--- config.mk ---
export PLATFORM = sky130hd
export DESIGN_NAME = sym_vn_lut
export DESIGN_NICKNAME = d
export VERILOG_FILES = /design/src/logic/vn_lut_pkg.sv /design/src/logic/sym_vn_lut.sv /design/src/logic/vn_msg_unfold.sv /design/src/logic/vn_lut_bank.sv /design/src/logic/vn_msg_fold.sv
export VERILOG_INCLUDE_DIRS = /design/src /design/src/logic
export SDC_FILE = /design/constraint.sdc
export NUM_CORES = 1
export LEC_CHECK = 0
export ABC_CLOCK_PERIOD_IN_PS = 2280
export BUFFER_PORTS_ARGS = -buffer_cell sky130_fd_sc_hd__buf_2
export CAP_MARGIN = 5
export CORE_UTILIZATION = 32
export CTS_CLUSTER_SIZE = 24
export DETAILED_ROUTE_END_ITERATION = 12
export HOLD_SLACK_MARGIN = 0.03
export REMOVE_ABC_BUFFERS = 1
export SLEW_MARGIN = 20
export SYNTH_ARGS = -nofsm -noshare
export SYNTH_HDL_FRONTEND = slang
export SYNTH_SLANG_ARGS = --single-unit
--- constraint.sdc ---
create_clock -name read_clk -period 2.28 [get_ports read_clk]
set_input_delay 0 -clock read_clk [delete_from_list [all_inputs] [get_ports read_clk]]
set_output_delay 0 -clock read_clk [all_outputs]
set_load 0.01 [all_outputs]
--- src/logic/vn_lut_macros.svh ---
`ifndef VN_LUT_MACROS_SVH
`define VN_LUT_MACROS_SVH

////////////////////
// Message widths
////////////////////

// Channel message, sign-magnitude with sign on top
`define VN_MSG_W 4

// Folded y0 magnitude
`define VN_MAG_W 3

////////////////////
// Table geometry
////////////////////

// Page address width
`define VN_PAGE_W 6
// Pages per bank and per offset
`define VN_PAGES 64

`endif
--- src/logic/vn_lut_pkg.sv ---
`include "vn_lut_macros.svh"

package vn_lut_pkg;

	// Channel message, sign in the top bit
	typedef logic [`VN_MSG_W-1:0] msg_t;
	// Folded y0 magnitude
	typedef logic [`VN_MAG_W-1:0] mag_t;
	// Page address inside one bank half
	typedef logic [`VN_PAGE_W-1:0] page_t;
	// Table entry, same width as a message
	typedef logic [`VN_MSG_W-1:0] lut_word_t;

	// One read address
	typedef struct packed {
		logic bank;
		page_t page;
		logic offset;
	} vn_addr_t;

	// Read request, producer to buffer
	typedef struct packed {
		vn_addr_t addr;
		logic msb;
	} vn_read_t;

	// Read result, buffer to consumer
	typedef struct packed {
		lut_word_t word;
		logic msb;
	} vn_word_t;

	// One page write, both banks at once
	typedef struct packed {
		lut_word_t data0;
		lut_word_t data1;
		page_t page;
		logic offset;
	} lut_write_t;

endpackage

--- src/logic/sym_vn_lut.sv ---
`timescale 1ns/1ns

module sym_vn_lut (
	input logic read_clk,
	input logic rst_n,
	// Read side
	input vn_lut_pkg::msg_t y0_a,
	input vn_lut_pkg::msg_t y1_a,
	input vn_lut_pkg::msg_t y0_b,
	input vn_lut_pkg::msg_t y1_b,
	input logic transpose_en_in_a,
	input logic transpose_en_in_b,
	input logic read_addr_offset,
	// Write side
	input vn_lut_pkg::lut_word_t lut_in_bank0,
	input vn_lut_pkg::lut_word_t lut_in_bank1,
	input vn_lut_pkg::page_t page_write_addr,
	input logic write_addr_offset,
	input logic we,
	// Results, three cycles after the inputs
	output vn_lut_pkg::lut_word_t t_c_a,
	output vn_lut_pkg::lut_word_t t_c_din_a,
	output vn_lut_pkg::lut_word_t t_c_b,
	output vn_lut_pkg::lut_word_t t_c_din_b,
	output logic transpose_en_out_a,
	output logic transpose_en_out_b,
	output logic read_addr_offset_out
);

	vn_lut_pkg::vn_read_t rd_a;
	vn_lut_pkg::vn_read_t rd_b;
	vn_lut_pkg::vn_word_t word_a;
	vn_lut_pkg::vn_word_t word_b;
	vn_lut_pkg::lut_write_t wr;
	logic offset_pipe;

	// Write fields gathered into one packet
	assign wr = '{data0: lut_in_bank0, data1: lut_in_bank1,
		page: page_write_addr, offset: write_addr_offset};

	////////////////////
	// Pipeline
	////////////////////

	// Stage 0, fold and address
	vn_msg_fold i_fold (
		.read_clk(read_clk), .rst_n(rst_n),
		.y0_a(y0_a), .y1_a(y1_a), .transpose_en_a(transpose_en_in_a),
		.y0_b(y0_b), .y1_b(y1_b), .transpose_en_b(transpose_en_in_b),
		.read_addr_offset(read_addr_offset),
		.rd_a(rd_a), .rd_b(rd_b)
	);

	// Stage 1, table read
	vn_lut_bank i_bank (
		.read_clk(read_clk), .rst_n(rst_n),
		.rd_a(rd_a), .rd_b(rd_b), .wr(wr), .we(we),
		.word_a(word_a), .word_b(word_b), .offset_out(offset_pipe)
	);

	// Stage 2, sign restore
	vn_msg_unfold i_unfold (
		.read_clk(read_clk), .rst_n(rst_n),
		.word_a(word_a), .word_b(word_b), .offset_in(offset_pipe),
		.t_c_a(t_c_a), .t_c_din_a(t_c_din_a), .transpose_en_out_a(transpose_en_out_a),
		.t_c_b(t_c_b), .t_c_din_b(t_c_din_b), .transpose_en_out_b(transpose_en_out_b),
		.read_addr_offset_out(read_addr_offset_out)
	);

endmodule

--- src/logic/vn_msg_unfold.sv ---
`timescale 1ns/1ns

module vn_msg_unfold (
	input logic read_clk,
	input logic rst_n,
	// Read results from the table
	input vn_lut_pkg::vn_word_t word_a,
	input vn_lut_pkg::vn_word_t word_b,
	input logic offset_in,
	// Port A outputs
	output vn_lut_pkg::lut_word_t t_c_a,
	output vn_lut_pkg::lut_word_t t_c_din_a,
	output logic transpose_en_out_a,
	// Port B outputs
	output vn_lut_pkg::lut_word_t t_c_b,
	output vn_lut_pkg::lut_word_t t_c_din_b,
	output logic transpose_en_out_b,
	output logic read_addr_offset_out
);

	// Undo the fold, inverted word when the fold sign was set
	function automatic vn_lut_pkg::lut_word_t restore(input vn_lut_pkg::vn_word_t w);
		return w.msb ? ~w.word : w.word;
	endfunction

	////////////////////
	// Stage 2 registers
	////////////////////

	always_ff @(posedge read_clk) begin
		if (!rst_n) begin
			t_c_a <= '0;
			t_c_b <= '0;
			t_c_din_a <= '0;
			t_c_din_b <= '0;
			transpose_en_out_a <= 1'b0;
			transpose_en_out_b <= 1'b0;
			read_addr_offset_out <= 1'b0;
		end else begin
			t_c_a <= restore(word_a);
			t_c_b <= restore(word_b);
			// Raw words for the decision node
			t_c_din_a <= word_a.word;
			t_c_din_b <= word_b.word;
			transpose_en_out_a <= word_a.msb;
			transpose_en_out_b <= word_b.msb;
			read_addr_offset_out <= offset_in;
		end
	end

endmodule

--- src/logic/vn_lut_bank.sv ---
`timescale 1ns/1ns
`include "vn_lut_macros.svh"

module vn_lut_bank (
	input logic read_clk,
	input logic rst_n,
	// Read requests from the fold stage
	input vn_lut_pkg::vn_read_t rd_a,
	input vn_lut_pkg::vn_read_t rd_b,
	// Page write, both banks
	input vn_lut_pkg::lut_write_t wr,
	input logic we,
	// Registered read results
	output vn_lut_pkg::vn_word_t word_a,
	output vn_lut_pkg::vn_word_t word_b,
	output logic offset_out
);

	////////////////////
	// Storage
	////////////////////

	// Each bank holds both offsets, offset is the top index bit
	vn_lut_pkg::lut_word_t mem0 [2*`VN_PAGES];
	vn_lut_pkg::lut_word_t mem1 [2*`VN_PAGES];

	logic [`VN_PAGE_W:0] wr_idx;
	logic [`VN_PAGE_W:0] rd_idx_a;
	logic [`VN_PAGE_W:0] rd_idx_b;

	// Offset then page
	assign wr_idx = {wr.offset, wr.page};
	assign rd_idx_a = {rd_a.addr.offset, rd_a.addr.page};
	assign rd_idx_b = {rd_b.addr.offset, rd_b.addr.page};

	// Write both banks at the same page
	always_ff @(posedge read_clk) begin
		if (we) begin
			mem0[wr_idx] <= wr.data0;
			mem1[wr_idx] <= wr.data1;
		end
	end

	////////////////////
	// Stage 1 reads
	////////////////////

	// Registered reads, old word on a same-edge write
	always_ff @(posedge read_clk) begin
		if (rd_a.addr.bank) begin
			word_a.word <= mem1[rd_idx_a];
		end else begin
			word_a.word <= mem0[rd_idx_a];
		end
		if (rd_b.addr.bank) begin
			word_b.word <= mem1[rd_idx_b];
		end else begin
			word_b.word <= mem0[rd_idx_b];
		end
	end

	// Sideband travels alongside the read
	always_ff @(posedge read_clk) begin
		if (!rst_n) begin
			word_a.msb <= 1'b0;
			word_b.msb <= 1'b0;
			offset_out <= 1'b0;
		end else begin
			word_a.msb <= rd_a.msb;
			word_b.msb <= rd_b.msb;
			// Both ports share one offset, take it from port A
			offset_out <= rd_a.addr.offset;
		end
	end

endmodule

--- src/logic/vn_msg_fold.sv ---
`timescale 1ns/1ns
`include "vn_lut_macros.svh"

module vn_msg_fold (
	input logic read_clk,
	input logic rst_n,
	// Port A messages
	input vn_lut_pkg::msg_t y0_a,
	input vn_lut_pkg::msg_t y1_a,
	input logic transpose_en_a,
	// Port B messages
	input vn_lut_pkg::msg_t y0_b,
	input vn_lut_pkg::msg_t y1_b,
	input logic transpose_en_b,
	// Offset shared by both ports
	input logic read_addr_offset,
	// Registered requests into the table
	output vn_lut_pkg::vn_read_t rd_a,
	output vn_lut_pkg::vn_read_t rd_b
);

	////////////////////
	// Folding
	////////////////////

	// Fold one message pair into its half-table and form the address
	function automatic vn_lut_pkg::vn_read_t fold_port(
		input vn_lut_pkg::msg_t y0,
		input vn_lut_pkg::msg_t y1,
		input logic transpose_en,
		input logic offset
	);
		vn_lut_pkg::vn_read_t req;
		vn_lut_pkg::mag_t y0_mag;
		vn_lut_pkg::msg_t y1_fold;
		logic msb;

		// Fold sign, also the transpose flag carried to the output
		msb = transpose_en ^ y0[`VN_MSG_W-1];
		// Negative y0 mirrors onto the positive half
		y0_mag = y0[`VN_MAG_W-1:0] ^ {`VN_MAG_W{y0[`VN_MSG_W-1]}};
		// y1 follows the fold sign
		y1_fold = msb ? ~y1 : y1;

		// Top bit of folded y1 picks the bank
		req.addr.bank = y1_fold[`VN_MSG_W-1];
		// Page is y0 magnitude over low y1 bits
		req.addr.page = {y0_mag, y1_fold[`VN_MSG_W-2:0]};
		req.addr.offset = offset;
		req.msb = msb;
		return req;
	endfunction

	vn_lut_pkg::vn_read_t fold_a;
	vn_lut_pkg::vn_read_t fold_b;

	always_comb begin
		fold_a = fold_port(y0_a, y1_a, transpose_en_a, read_addr_offset);
		fold_b = fold_port(y0_b, y1_b, transpose_en_b, read_addr_offset);
	end

	////////////////////
	// Stage 0 registers
	////////////////////

	always_ff @(posedge read_clk) begin
		if (!rst_n) begin
			rd_a <= '0;
			rd_b <= '0;
		end else begin
			// New request every cycle, no stall
			rd_a <= fold_a;
			rd_b <= fold_b;
		end
	end

endmodule

==> flow_summary_export.csv, run 1 <==
group,metric,value,unit
status,run_status,"finished with violations",
status,violations,"negative setup slack",
finish,areaGrowthSynthToFinish,26.7,%
finish,drive_above_1_share,41.2,%
route,wl_per_cell,28.8,um
yosys,syn_inst,2893,
yosys,syn_area_per_cell,17.3,um^2
yosys,yosys-top-cells-area,"edfxtp_1, mux4_2, mux2i_1",
global_route,grt_max_degree,76,
global_route,grt_pass1_wl,231000,um
sta,post-route-period-util,119,%
placed_design,gp_congestion,0.936,
worst_setup_path,worst_setup_path_end_kind,"flop",
sta,rsz0062_at_grt,"yes",
floorplan,row_count,144,
placed_design,port_buffers,55,
yosys,async_flop_share,0,%
floorplan,start_util,32.4,%
yosys,synth-main-ff-cell,"edfxtp_1",
finish,final_nets,3589,
route,routed_wl,164000,um
yosys,synth_edf_count,1024,
placed_design,pre_cts_ws,-0.907,ns
yosys,yosysTopAreaCell,"edfxtp_1",
yosys,synth.distinct_cells,57,
global_route,grt_overflow,0,
floorplan,num_io_pins,56,
route,ant_nets,0,
worst_setup_path,crit_type,"reg -> reg",
floorplan,chipHeight,398,um
sta,layout_setup_ws,-0.443,ns
clock_network,h-tree-depth,3,
power_and_ir_drop,power_density,776,nW/um^2
sta,fmax,367,MHz
sta,worstMarginPinSlew,0.874,ns
finish,fillers,13700,
clock_network,clockBufferDepth,3,
sta,skew,0.0314,ns
global_route,grt_pass1_vias,32000,
clock_network,clock_sinks,1071,
route,drt_iter0_markers,4204,
clock_network,cts_buffers,107,
power_and_ir_drop,irDropWorstVdd,0.000606,V
worst_setup_path,worstPathArrival,3.34,ns
sta,finalHoldViolCount,0,
sta,drv_slew,0,
floorplan,die_area,158000,um^2
hold_path,hp-class,"in -> reg",
route,via_count,32200,
flow_run,cap_violations,0,
route,vias_per_cell,5.67,
sta,min_period,2.72,ns
global_route,antenna_found_initial,4,
worst_setup_path,cp_max_fo,9,
yosys,yosysSeqAreaShare,63.3,%
clock_network,root_buffer,"clkbuf_16",
floorplan,core,155000,um^2
sta,finalSetupViolations,8,
clock_network,cts_tree,"yes",
power_and_ir_drop,p_leak,20.7,nW
clock_network,insertion_delay,0.74,ns
placed_design,dp.final_hpwl,111000,um
route,drtPass1Iterations,5,
sta,slew_headroom,41.8,%
worst_setup_path,crit_required,2.89,ns
clock_network,clk_pin_slew,0.06,ns
yosys,synth-seq-cells,1071,
route,drc,0,
floorplan,die_w,398,um
global_route,grtUsageTotal,20.3,%
yosys,yosysTopAreaCellShare,61.4,%
yosys,yosysWarnings,0,
yosys,syn_area,50100,um^2
sta,fin_tns_setup,-2.76,ns
worst_setup_path,cp-start-kind,"flop",
## area by class of cell
cell class / count / area [um^2] / share of cell area, %
Antenna cell: 1 / 2.50 / 0.00394
Clock buffer: 134 / 2900 / 4.57
Clock inverter: 66 / 832 / 1.31
Inverter: 3 / 11.3 / 0.0178
Multi-Input combinational cell: 1603 / 18100 / 28.6
Sequential cell: 1071 / 31700 / 50.0
Tap cell: 2044 / 2560 / 4.03
Timing Repair Buffer: 766 / 7290 / 11.5
## path summary, 6_finish.rpt
check	from	end	slack, ns	depth (start not counted)
max	flop	i_bank.word_a[3]	-0.44	11
min	page_write_addr[4]	i_bank.mem0[56][2]	0.16	5
max reg2reg	flop	i_bank.word_a[3]	-0.44	11
min reg2reg	i_bank.offset_out	i_unfold.read_addr_offset_out	0.43	1
## critical path, cell delays in order, from the launching register on
cell	delay (ns)
dfxtp_4	0.45
buf_12	0.18
buf_16	0.17
buf_6	0.19
mux2i_1	0.30
nor2_1	0.12
a2111oi_4	0.28
nor4_1	0.10
or3_1	0.33
o22ai_2	0.17
buf_4	0.15
o211ai_1	0.11
## state kept, by name (all words and copies together), names as in the netlist, named ones only
register and flops:
i_unfold.t_c_b 4, i_fold.rd_b 2, i_bank.word_a 5, i_unfold.transpose_en_out_a 1, i_unfold.read_addr_offset_out 1, i_unfold.t_c_a 4
i_bank.offset_out 1, i_unfold.transpose_en_out_b 1, i_unfold.t_c_din_a 4, i_bank.mem0 512, i_bank.word_b 5, i_fold.rd_a 3
i_unfold.t_c_din_b 4, i_bank.mem1 512
## cells in the final DEF, fill, tap and decap left out, drive strengths merged, types with 9 or more instances in the layout
cell / synthesis / routed
a2111oi: 12 / 12
a211o: 9 / 9
a211oi: 32 / 32
a21oi: 42 / 42
a221oi: 21 / 21
a22oi: 92 / 92
and2: 55 / 55
buf: 143 / 689
bufinv: 0 / 18
clkbuf: 73 / 141
clkinv: 1 / 37
dfxtp: 47 / 47
dlygate4sd3: 0 / 67
edfxtp: 1024 / 1024
mux2: 55 / 55
mux2i: 226 / 226
mux4: 385 / 385
nand2: 74 / 74
nand2b: 25 / 25
nand3: 44 / 44
nand4: 14 / 14
nor2: 199 / 199
nor2b: 25 / 25
nor3: 58 / 58
o211ai: 16 / 16
o21ai: 42 / 42
o221ai: 29 / 29
o22ai: 61 / 61
o41ai: 11 / 11
xor2: 24 / 24
## report_power, final
part	switching [mW]	internal [mW]
combinational	4.40	3.94
clock	7.80	11.1
sequential	0.278	21.7
total	12.5	36.7
## cells in the mapped netlist (all sizes together) (14+ instances only)
cell and number:
edfxtp 1024, mux4 385, mux2i 226, nor2 199, buf 143, a22oi 92
nand2 74, clkbuf 73, o22ai 61, nor3 58, and2 55, mux2 55
dfxtp 47, nand3 44, a21oi 42, o21ai 42, a211oi 32, o221ai 29
nand2b 25, nor2b 25, xor2 24, a221oi 21, o211ai 16, nand4 14
## through the flow
stage                     instances  area, um^2  hold WS [ns]  total power, mW  util, %
final                          5688       63400         0.161             49.2     41.0
after CTS                      5644       62200         0.105             48.8     40.2
after global routing           5687       63400         0.171             50.5     41.0
after detailed placement       5348       56600         0.225             29.5     36.6
after floorplan                2677       48700        0.0989             27.3        -
after global placement         5348       56600         0.233             29.4     36.6
## metal layers
metal	part of all wire, %	track usage (%)	up-vias
met5	0.015	0	-
met4	3.6	6.94	4
met3	10	3.92	306
met2	46	31.3	1777
met1	41	28.5	16800
li1	-	-	13400
## logic make-up (layout without fill, tap and decap cells)
| group | after synthesis | after routing | share of synthesized area (%) |
|---|---|---|---|
| compound gates | 395 | 395 | 5.62 |
| xor+xnor | 24 | 24 | 0.420 |
| buf+inv | 219 | 969 | 2.71 |
| flops | 1071 | 1071 | 63.3 |
| mux | 666 | 666 | 23.1 |
| other cells | 0 | 1 | 0 |
| simple gates | 518 | 518 | 4.89 |
## what timing repair did
item / in CTS / in global routing
hold buffers: 67 / 0
gates cloned: 5 / 7
buffers inserted: 26 / 43
gates resized for setup: 171 / 161
endpoints found under the setup margin: 8 / 8
endpoints found under the hold margin: 799 / 0
pin swaps: 26 / 54
Note: power is estimated with default switching activity, not from simulation.
==> inputs of run 2 (changes only) <==
CELL_PAD_IN_SITES_DETAIL_PLACEMENT = 0   (was default)
CELL_PAD_IN_SITES_GLOBAL_PLACEMENT = 2   (was default)
PLACE_DENSITY_LB_ADDON = 0.1   (was default)
==> run 2 against run 1 <==
Against the previous run:
- the run still ends with negative setup slack left
- largest power group unchanged
- highest routed layer unchanged
- non-clock buffer count rose by 31
- first-iteration DRC count decreased by 39%
- global-route usage rose by 3.3 points
==> flow_summary_export.csv, run 2 (synthesis gave the netlist of run 1 again) <==
group,metric,value,unit
worst_setup_path,crit_path_cell_trace,"buf_12, buf_16, buf_12, mux4_2, mux4_2, a21oi_2, buf_6, a211o_1, o211ai_1",
route,drt-met1-wl,77500,um
placed_design,pre_cts_ws,-1.16,ns
worst_setup_path,cp_slowest_cell,"mux4_2",
status,violations,"negative setup slack",
sta,finalHoldViolCount,0,
floorplan,core,155000,um^2
clock_network,root_buffer,"clkbuf_16",
route,top_layer_used,"met5",
hold_path,hp-start,"page_write_addr[4]",
sta,worstMarginPinSlew,0.979,ns
flow_run,cap_violations,0,
sta,drv_slew,0,
placed_design,port_buffers,55,
placed_design,dp.final_hpwl,127000,um
route,drc,0,
clock_network,cts_buffers,134,
placed_design,gp_congestion,0.883,
sta,layout_setup_ws,-0.535,ns
clock_network,insertion_delay,0.77,ns
route,wl_per_cell,32.2,um
worst_setup_path,path_buf_inv,4,
worst_setup_path,reg2reg_to,"i_bank.word_a[4]",
route,routed_wl,186000,um
worst_setup_path,worst_setup_path_end_kind,"flop",
clock_network,clockBufferDepth,3,
global_route,grt_pass1_wl,260000,um
worst_setup_path,cp_max_fo,8,
power_and_ir_drop,p_leak,21.3,nW
global_route,grtUsageTotal,23.5,%
clock_network,cts_tree,"yes",
clock_network,h-tree-depth,4,
worst_setup_path,cp-start-kind,"flop",
worst_setup_path,cp.depth,9,
route,met2WireLength,93000,um
floorplan,row_count,144,
finish,fillers,13900,
worst_setup_path,worst-r2r-setup-slack,-0.53,ns
worst_setup_path,r2r_cells,9,
floorplan,chipHeight,398,um
finish,mostFrequentLayoutCells,"edfxtp_1, buf_4, mux4_2",
floorplan,die_area,158000,um^2
sta,fmax,355,MHz
clock_network,clk_pin_slew,0.06,ns
sta,skew,0.0228,ns
worst_setup_path,crit_family,"multiplexers",
global_route,grt_max_degree,129,
placed_design,placed_cells,5343,
route,via_count,31700,
finish,areaGrowthSynthToFinish,28.9,%
route,ant_nets,0,
sta,rsz0062_at_grt,"yes",
finish,reg_top3,"i_bank.mem0: 512 flops, i_bank.mem1: 512 flops",
global_route,antenna_found_initial,7,
global_route,grt_pass1_vias,33300,
finish,drive_above_1_share,41.2,%
worst_setup_path,worstPathArrival,3.42,ns
sta,min_period,2.81,ns
floorplan,num_io_pins,56,
finish,final_nets,3647,
global_route,grt_overflow,0,
worst_setup_path,crit_type,"reg -> reg",
sta,post-route-period-util,123,%
power_and_ir_drop,irDropWorstVdd,0.000755,V
floorplan,start_util,32.4,%
power_and_ir_drop,power_density,804,nW/um^2
clock_network,clock_sinks,1071,
route,drtPass1Iterations,5,
worst_setup_path,slowest_delay,0.56,ns
finish,final_common_cell,"edfxtp_1",
worst_setup_path,crit_required,2.88,ns
hold_path,hp-class,"in -> reg",
route,vias_per_cell,5.51,
sta,slew_headroom,34.5,%
status,run_status,"finished with violations",
route,wl_met3,9800,um
route,drt_iter0_markers,2558,
finish,fin_cells,5761,
worst_setup_path,cp-endpoint,"i_bank.word_a[4]",
floorplan,die_w,398,um
sta,finalSetupViolations,8,
## run 2: cell count changes in the layout (fill, tap and decap cells not counted), moves of 7 or more
cell,change
buf_16,+11
buf_4,+25
mux2i_1,+7
clkbuf_16,+28
buf_12,+7
clkbuf_1,+11
bufinv_16,-8
a221oi_2,-7
## run 2: worst min path at each step
stage | end | slack (ns) | cells past startpoint
floorplan | i_bank.mem0[0][0] | 0.1 | 0
global placement | i_fold.rd_a[1] | 0.21 | 2
detailed placement | i_fold.rd_a[1] | 0.21 | 2
CTS | i_bank.mem0[94][2] | 0.04 | 5
global route | i_bank.mem0[94][2] | 0.07 | 5
finish | i_bank.mem0[94][0] | 0.08 | 5
## run 2: worst register-to-register path: cells and delay by family (launching register included)
| kind | cells | cell delay [ns] |
|---|---|---|
| compound gates | 3 | 0.57 |
| buf+inv | 4 | 0.62 |
| flops | 1 | 0.38 |
| mux | 2 | 1.08 |
## run 2: area by class of cell
type | instances | area (um^2) | share of cell area, %
multi-input cells | 1603 | 18100 | 28.0
well taps | 2044 | 2560 | 3.96
inverters | 3 | 11.3 | 0.0174
diodes | 4 | 10.0 | 0.0155
repair buffers | 797 | 7830 | 12.1
flip-flops and latches | 1071 | 31700 | 49.1
clock inverters | 65 | 644 | 0.999
clock buffers | 174 | 3700 | 5.74
## run 2: timing repair
action | CTS | global route
hold endpoints to repair | 925 | 0
pin swaps | 48 | 33
hold buffers | 65 | 0
setup endpoints to repair | 8 | 8
buffers inserted | 53 | 43
gates cloned | 14 | 4
resized for setup | 198 | 94
## run 2: routing by layer
| metal | vias up | GRT usage, % |
|---|---|---|
| met4 | 4 | 6.63 |
| met5 | - | 0 |
| met3 | 230 | 3.88 |
| met1 | 17000 | 30.6 |
| li1 | 13600 | - |
| met2 | 969 | 40.4 |
## run 2: metrics by stage
| stage | cell area, um^2 | util (%) | TNS [ns] | total power, mW | hold slack, ns |
|---|---|---|---|---|---|
| after floorplan | 48700 | - | -81.35 | 27.3 | 0.0989 |
| after global placement | 56800 | 36.7 | -6.95 | 29.9 | 0.212 |
| after detailed placement | 56800 | 36.7 | -6.64 | 29.9 | 0.209 |
| after CTS | 63700 | 41.1 | -3.60 | 52.1 | 0.0379 |
| after global routing | 64500 | 41.7 | -3.70 | 53.4 | 0.0748 |
| final | 64500 | 41.7 | -3.33 | 51.9 | 0.0784 |
## run 2: where the power goes
group / internal, mW / leakage [nW] / switching, mW / total [mW]
sequential: 21.8 / 9.60 / 0.229 / 22.0
clock: 12.6 / 2.11 / 8.50 / 21.1
combinational: 4.14 / 9.60 / 4.68 / 8.82
total: 38.5 / 21.3 / 13.4 / 51.9
==> inputs of run 3 (changes only) <==
CTS_BUF_LIST = sky130_fd_sc_hd__clkbuf_4 sky130_fd_sc_hd__clkbuf_8   (was default)
==> run 3 against run 2 <==
Against the previous run:
- the run still ends with negative setup slack left
- core utilization is 0.057 points higher
- clock skew is 0.019 ns higher
- hold slack better by 0.090 ns
- worst setup slack worse by 0.0096 ns
- combinational power is 2.4% higher
- register-to-register slack hardly changed
- largest power group unchanged
- sequential share of layout area is 0.068 points lower
- count of clock-buffer cells in the layout is 95 higher
==> flow_summary_export.csv, run 3 (synthesis gave the netlist of run 1 again) <==
group,metric,value,unit
status,run_status,"finished with violations",
status,violations,"negative setup slack",
route,ant_nets,0,
worst_setup_path,slowest_delay,0.56,ns
floorplan,die_area,158000,um^2
route,drt_iter0_markers,2431,
sta,fmax,354,MHz
finish,areaGrowthSynthToFinish,29.1,%
power_and_ir_drop,combPwrFrac,18.4,%
power_and_ir_drop,power.clock.fraction,36.9,%
clock_network,cts_buffers,194,
worst_setup_path,worst_setup_path_end_kind,"flop",
sta,drv_slew,0,
worst_setup_path,r2r_cells,8,
hold_path,hp-start,"lut_in_bank0[0]",
finish,mostFrequentLayoutCells,"edfxtp_1, buf_4, mux4_2",
floorplan,core,155000,um^2
finish,fin_cells,5903,
floorplan,num_io_pins,56,
clock_network,clock_sinks,1071,
route,drtPass1Iterations,5,
sta,rsz0062_at_grt,"yes",
route,via_count,32200,
power_and_ir_drop,seqPwrFrac,44.8,%
sta,min_period,2.82,ns
worst_setup_path,cp_slowest_cell,"mux4_2",
worst_setup_path,crit_family,"compound AO/OA/AOI/OAI gates",
floorplan,start_util,32.4,%
worst_setup_path,crit_top_cell,"buf_16",
finish,final_common_cell,"edfxtp_1",
power_and_ir_drop,p_int,35.7,mW
global_route,grt_overflow,0,
clock_network,cts_tree,"yes",
global_route,grt_pass1_vias,34100,
finish,reg_top3,"i_bank.mem0: 512 flops, i_bank.mem1: 512 flops",
clock_network,clk_pin_slew,0.06,ns
route,vias_per_cell,5.46,
worst_setup_path,reg2reg_to,"i_bank.word_a[4]",
global_route,grtUsageTotal,23.8,%
floorplan,chipHeight,398,um
power_and_ir_drop,irDropWorstVdd,0.000552,V
worst_setup_path,cp_max_fo,9,
worst_setup_path,crit_type,"reg -> reg",
route,wl_per_cell,31.8,um
clock_network,h-tree-depth,4,
worst_setup_path,worst-r2r-setup-slack,-0.54,ns
worst_setup_path,cp-start-kind,"flop",
power_and_ir_drop,power,49.2,mW
route,drc,0,
hold_path,hp-class,"in -> reg",
placed_design,port_buffers,55,
clock_network,clockBufferDepth,3,
sta,skew,0.0420,ns
placed_design,placed_cells,5343,
global_route,grt_pass1_wl,263000,um
sta,finalHoldViolCount,0,
finish,final_nets,3736,
placed_design,gp_congestion,0.883,
worst_setup_path,crit_path_cell_trace,"buf_16, buf_16, mux4_2, a32oi_2, nand4_1, a221oi_4, buf_6, o211ai_1",
global_route,antenna_found_initial,9,
power_and_ir_drop,p_leak,21.5,nW
clock_network,root_buffer,"clkbuf_8",
worst_setup_path,worstPathArrival,3.56,ns
power_and_ir_drop,power_switching,13.5,mW
placed_design,pre_cts_ws,-1.16,ns
floorplan,row_count,144,
hold_path,hold_end,"i_bank.mem0[106][0]",
flow_run,cap_violations,0,
worst_setup_path,path_buf_inv,3,
placed_design,dp.final_hpwl,127000,um
sta,finalSetupViolations,8,
route,routed_wl,188000,um
sta,layout_setup_ws,-0.544,ns
worst_setup_path,crit_required,3.02,ns
sta,worstMarginPinSlew,0.952,ns
sta,slew_headroom,36.3,%
floorplan,die_w,398,um
power_and_ir_drop,netSwitchingFraction,27.4,%
clock_network,insertion_delay,0.92,ns
global_route,grt_max_degree,129,
power_and_ir_drop,power_density,761,nW/um^2
finish,drive_above_1_share,43.8,%
sta,post-route-period-util,124,%
hold_path,min_path_cells,3,
run 3: layout make-up:
| class | count | area, um^2 |
|---|---|---|
| tap | 2044 | 2560 |
| inverter | 3 | 11.3 |
| timing repair buffer | 826 | 8290 |
| multi-input combinational | 1603 | 18200 |
| antenna | 3 | 7.51 |
| clock inverter | 84 | 528 |
| sequential | 1071 | 31700 |
| clock buffer | 269 | 3290 |
| fill | 13900 | 90100 |
run 3: worst max path at each step:
stage          from  cells after the start  slack, ns               end
3_5_place_dp   flop                     11      -1.16  i_bank.word_b[1]
5_1_grt        flop                      8      -0.54  i_bank.word_a[4]
2_1_floorplan  flop                      7     -10.55  i_bank.word_b[1]
3_3_place_gp   flop                     11      -1.20  i_bank.word_b[1]
4_1_cts        flop                     10      -0.57  i_bank.word_a[4]
6_report       flop                      8      -0.54  i_bank.word_a[4]
run 3: worst min-delay path, stage by stage:
cell,delay [ns]
dlygate4sd3_1,0.53
buf_4,0.16
buf_12,0.16
run 3: timing repair:
action,CTS,global route
gates cloned,20,2
endpoints found under the setup margin,8,12
resized for setup,240,98
hold buffers,86,0
endpoints found under the hold margin,1609,0
pin swaps,67,37
setup buffers,64,39
run 3: stage by stage:
step,setup TNS [ns],hold WS (ns),util (%),area [um^2]
2_1_floorplan,-81.35,0.0989,-,48700
3_3_place_gp,-6.95,0.212,36.7,56800
3_5_place_dp,-6.64,0.209,36.7,56800
4_1_cts,-3.59,0.0977,41.2,63800
5_1_grt,-3.67,0.164,41.8,64600
6_report,-3.42,0.168,41.8,64600
run 3: metal layers:
layer | GRT usage (%) | part of all wire [%] | vias to the layer above
li1 | - | - | 13700
met1 | 30.9 | 42 | 17200
met2 | 41.0 | 51 | 1010
met3 | 3.67 | 5.0 | 242
met4 | 6.66 | 2.5 | 0
met5 | 0 | 0 | -
run 3: power groups by stage:
| stage | sequential (mW) | combinational (mW) | clock [mW] |
|---|---|---|---|
| 2_1_floorplan | 23.0 | 4.33 | 0 |
| 3_3_place_gp | 22.4 | 7.50 | 0 |
| 3_5_place_dp | 22.4 | 7.50 | 0 |
| 4_1_cts | 22.0 | 8.78 | 18.7 |
| 5_1_grt | 22.0 | 9.41 | 19.4 |
| 6_report | 22.0 | 9.03 | 18.1 |
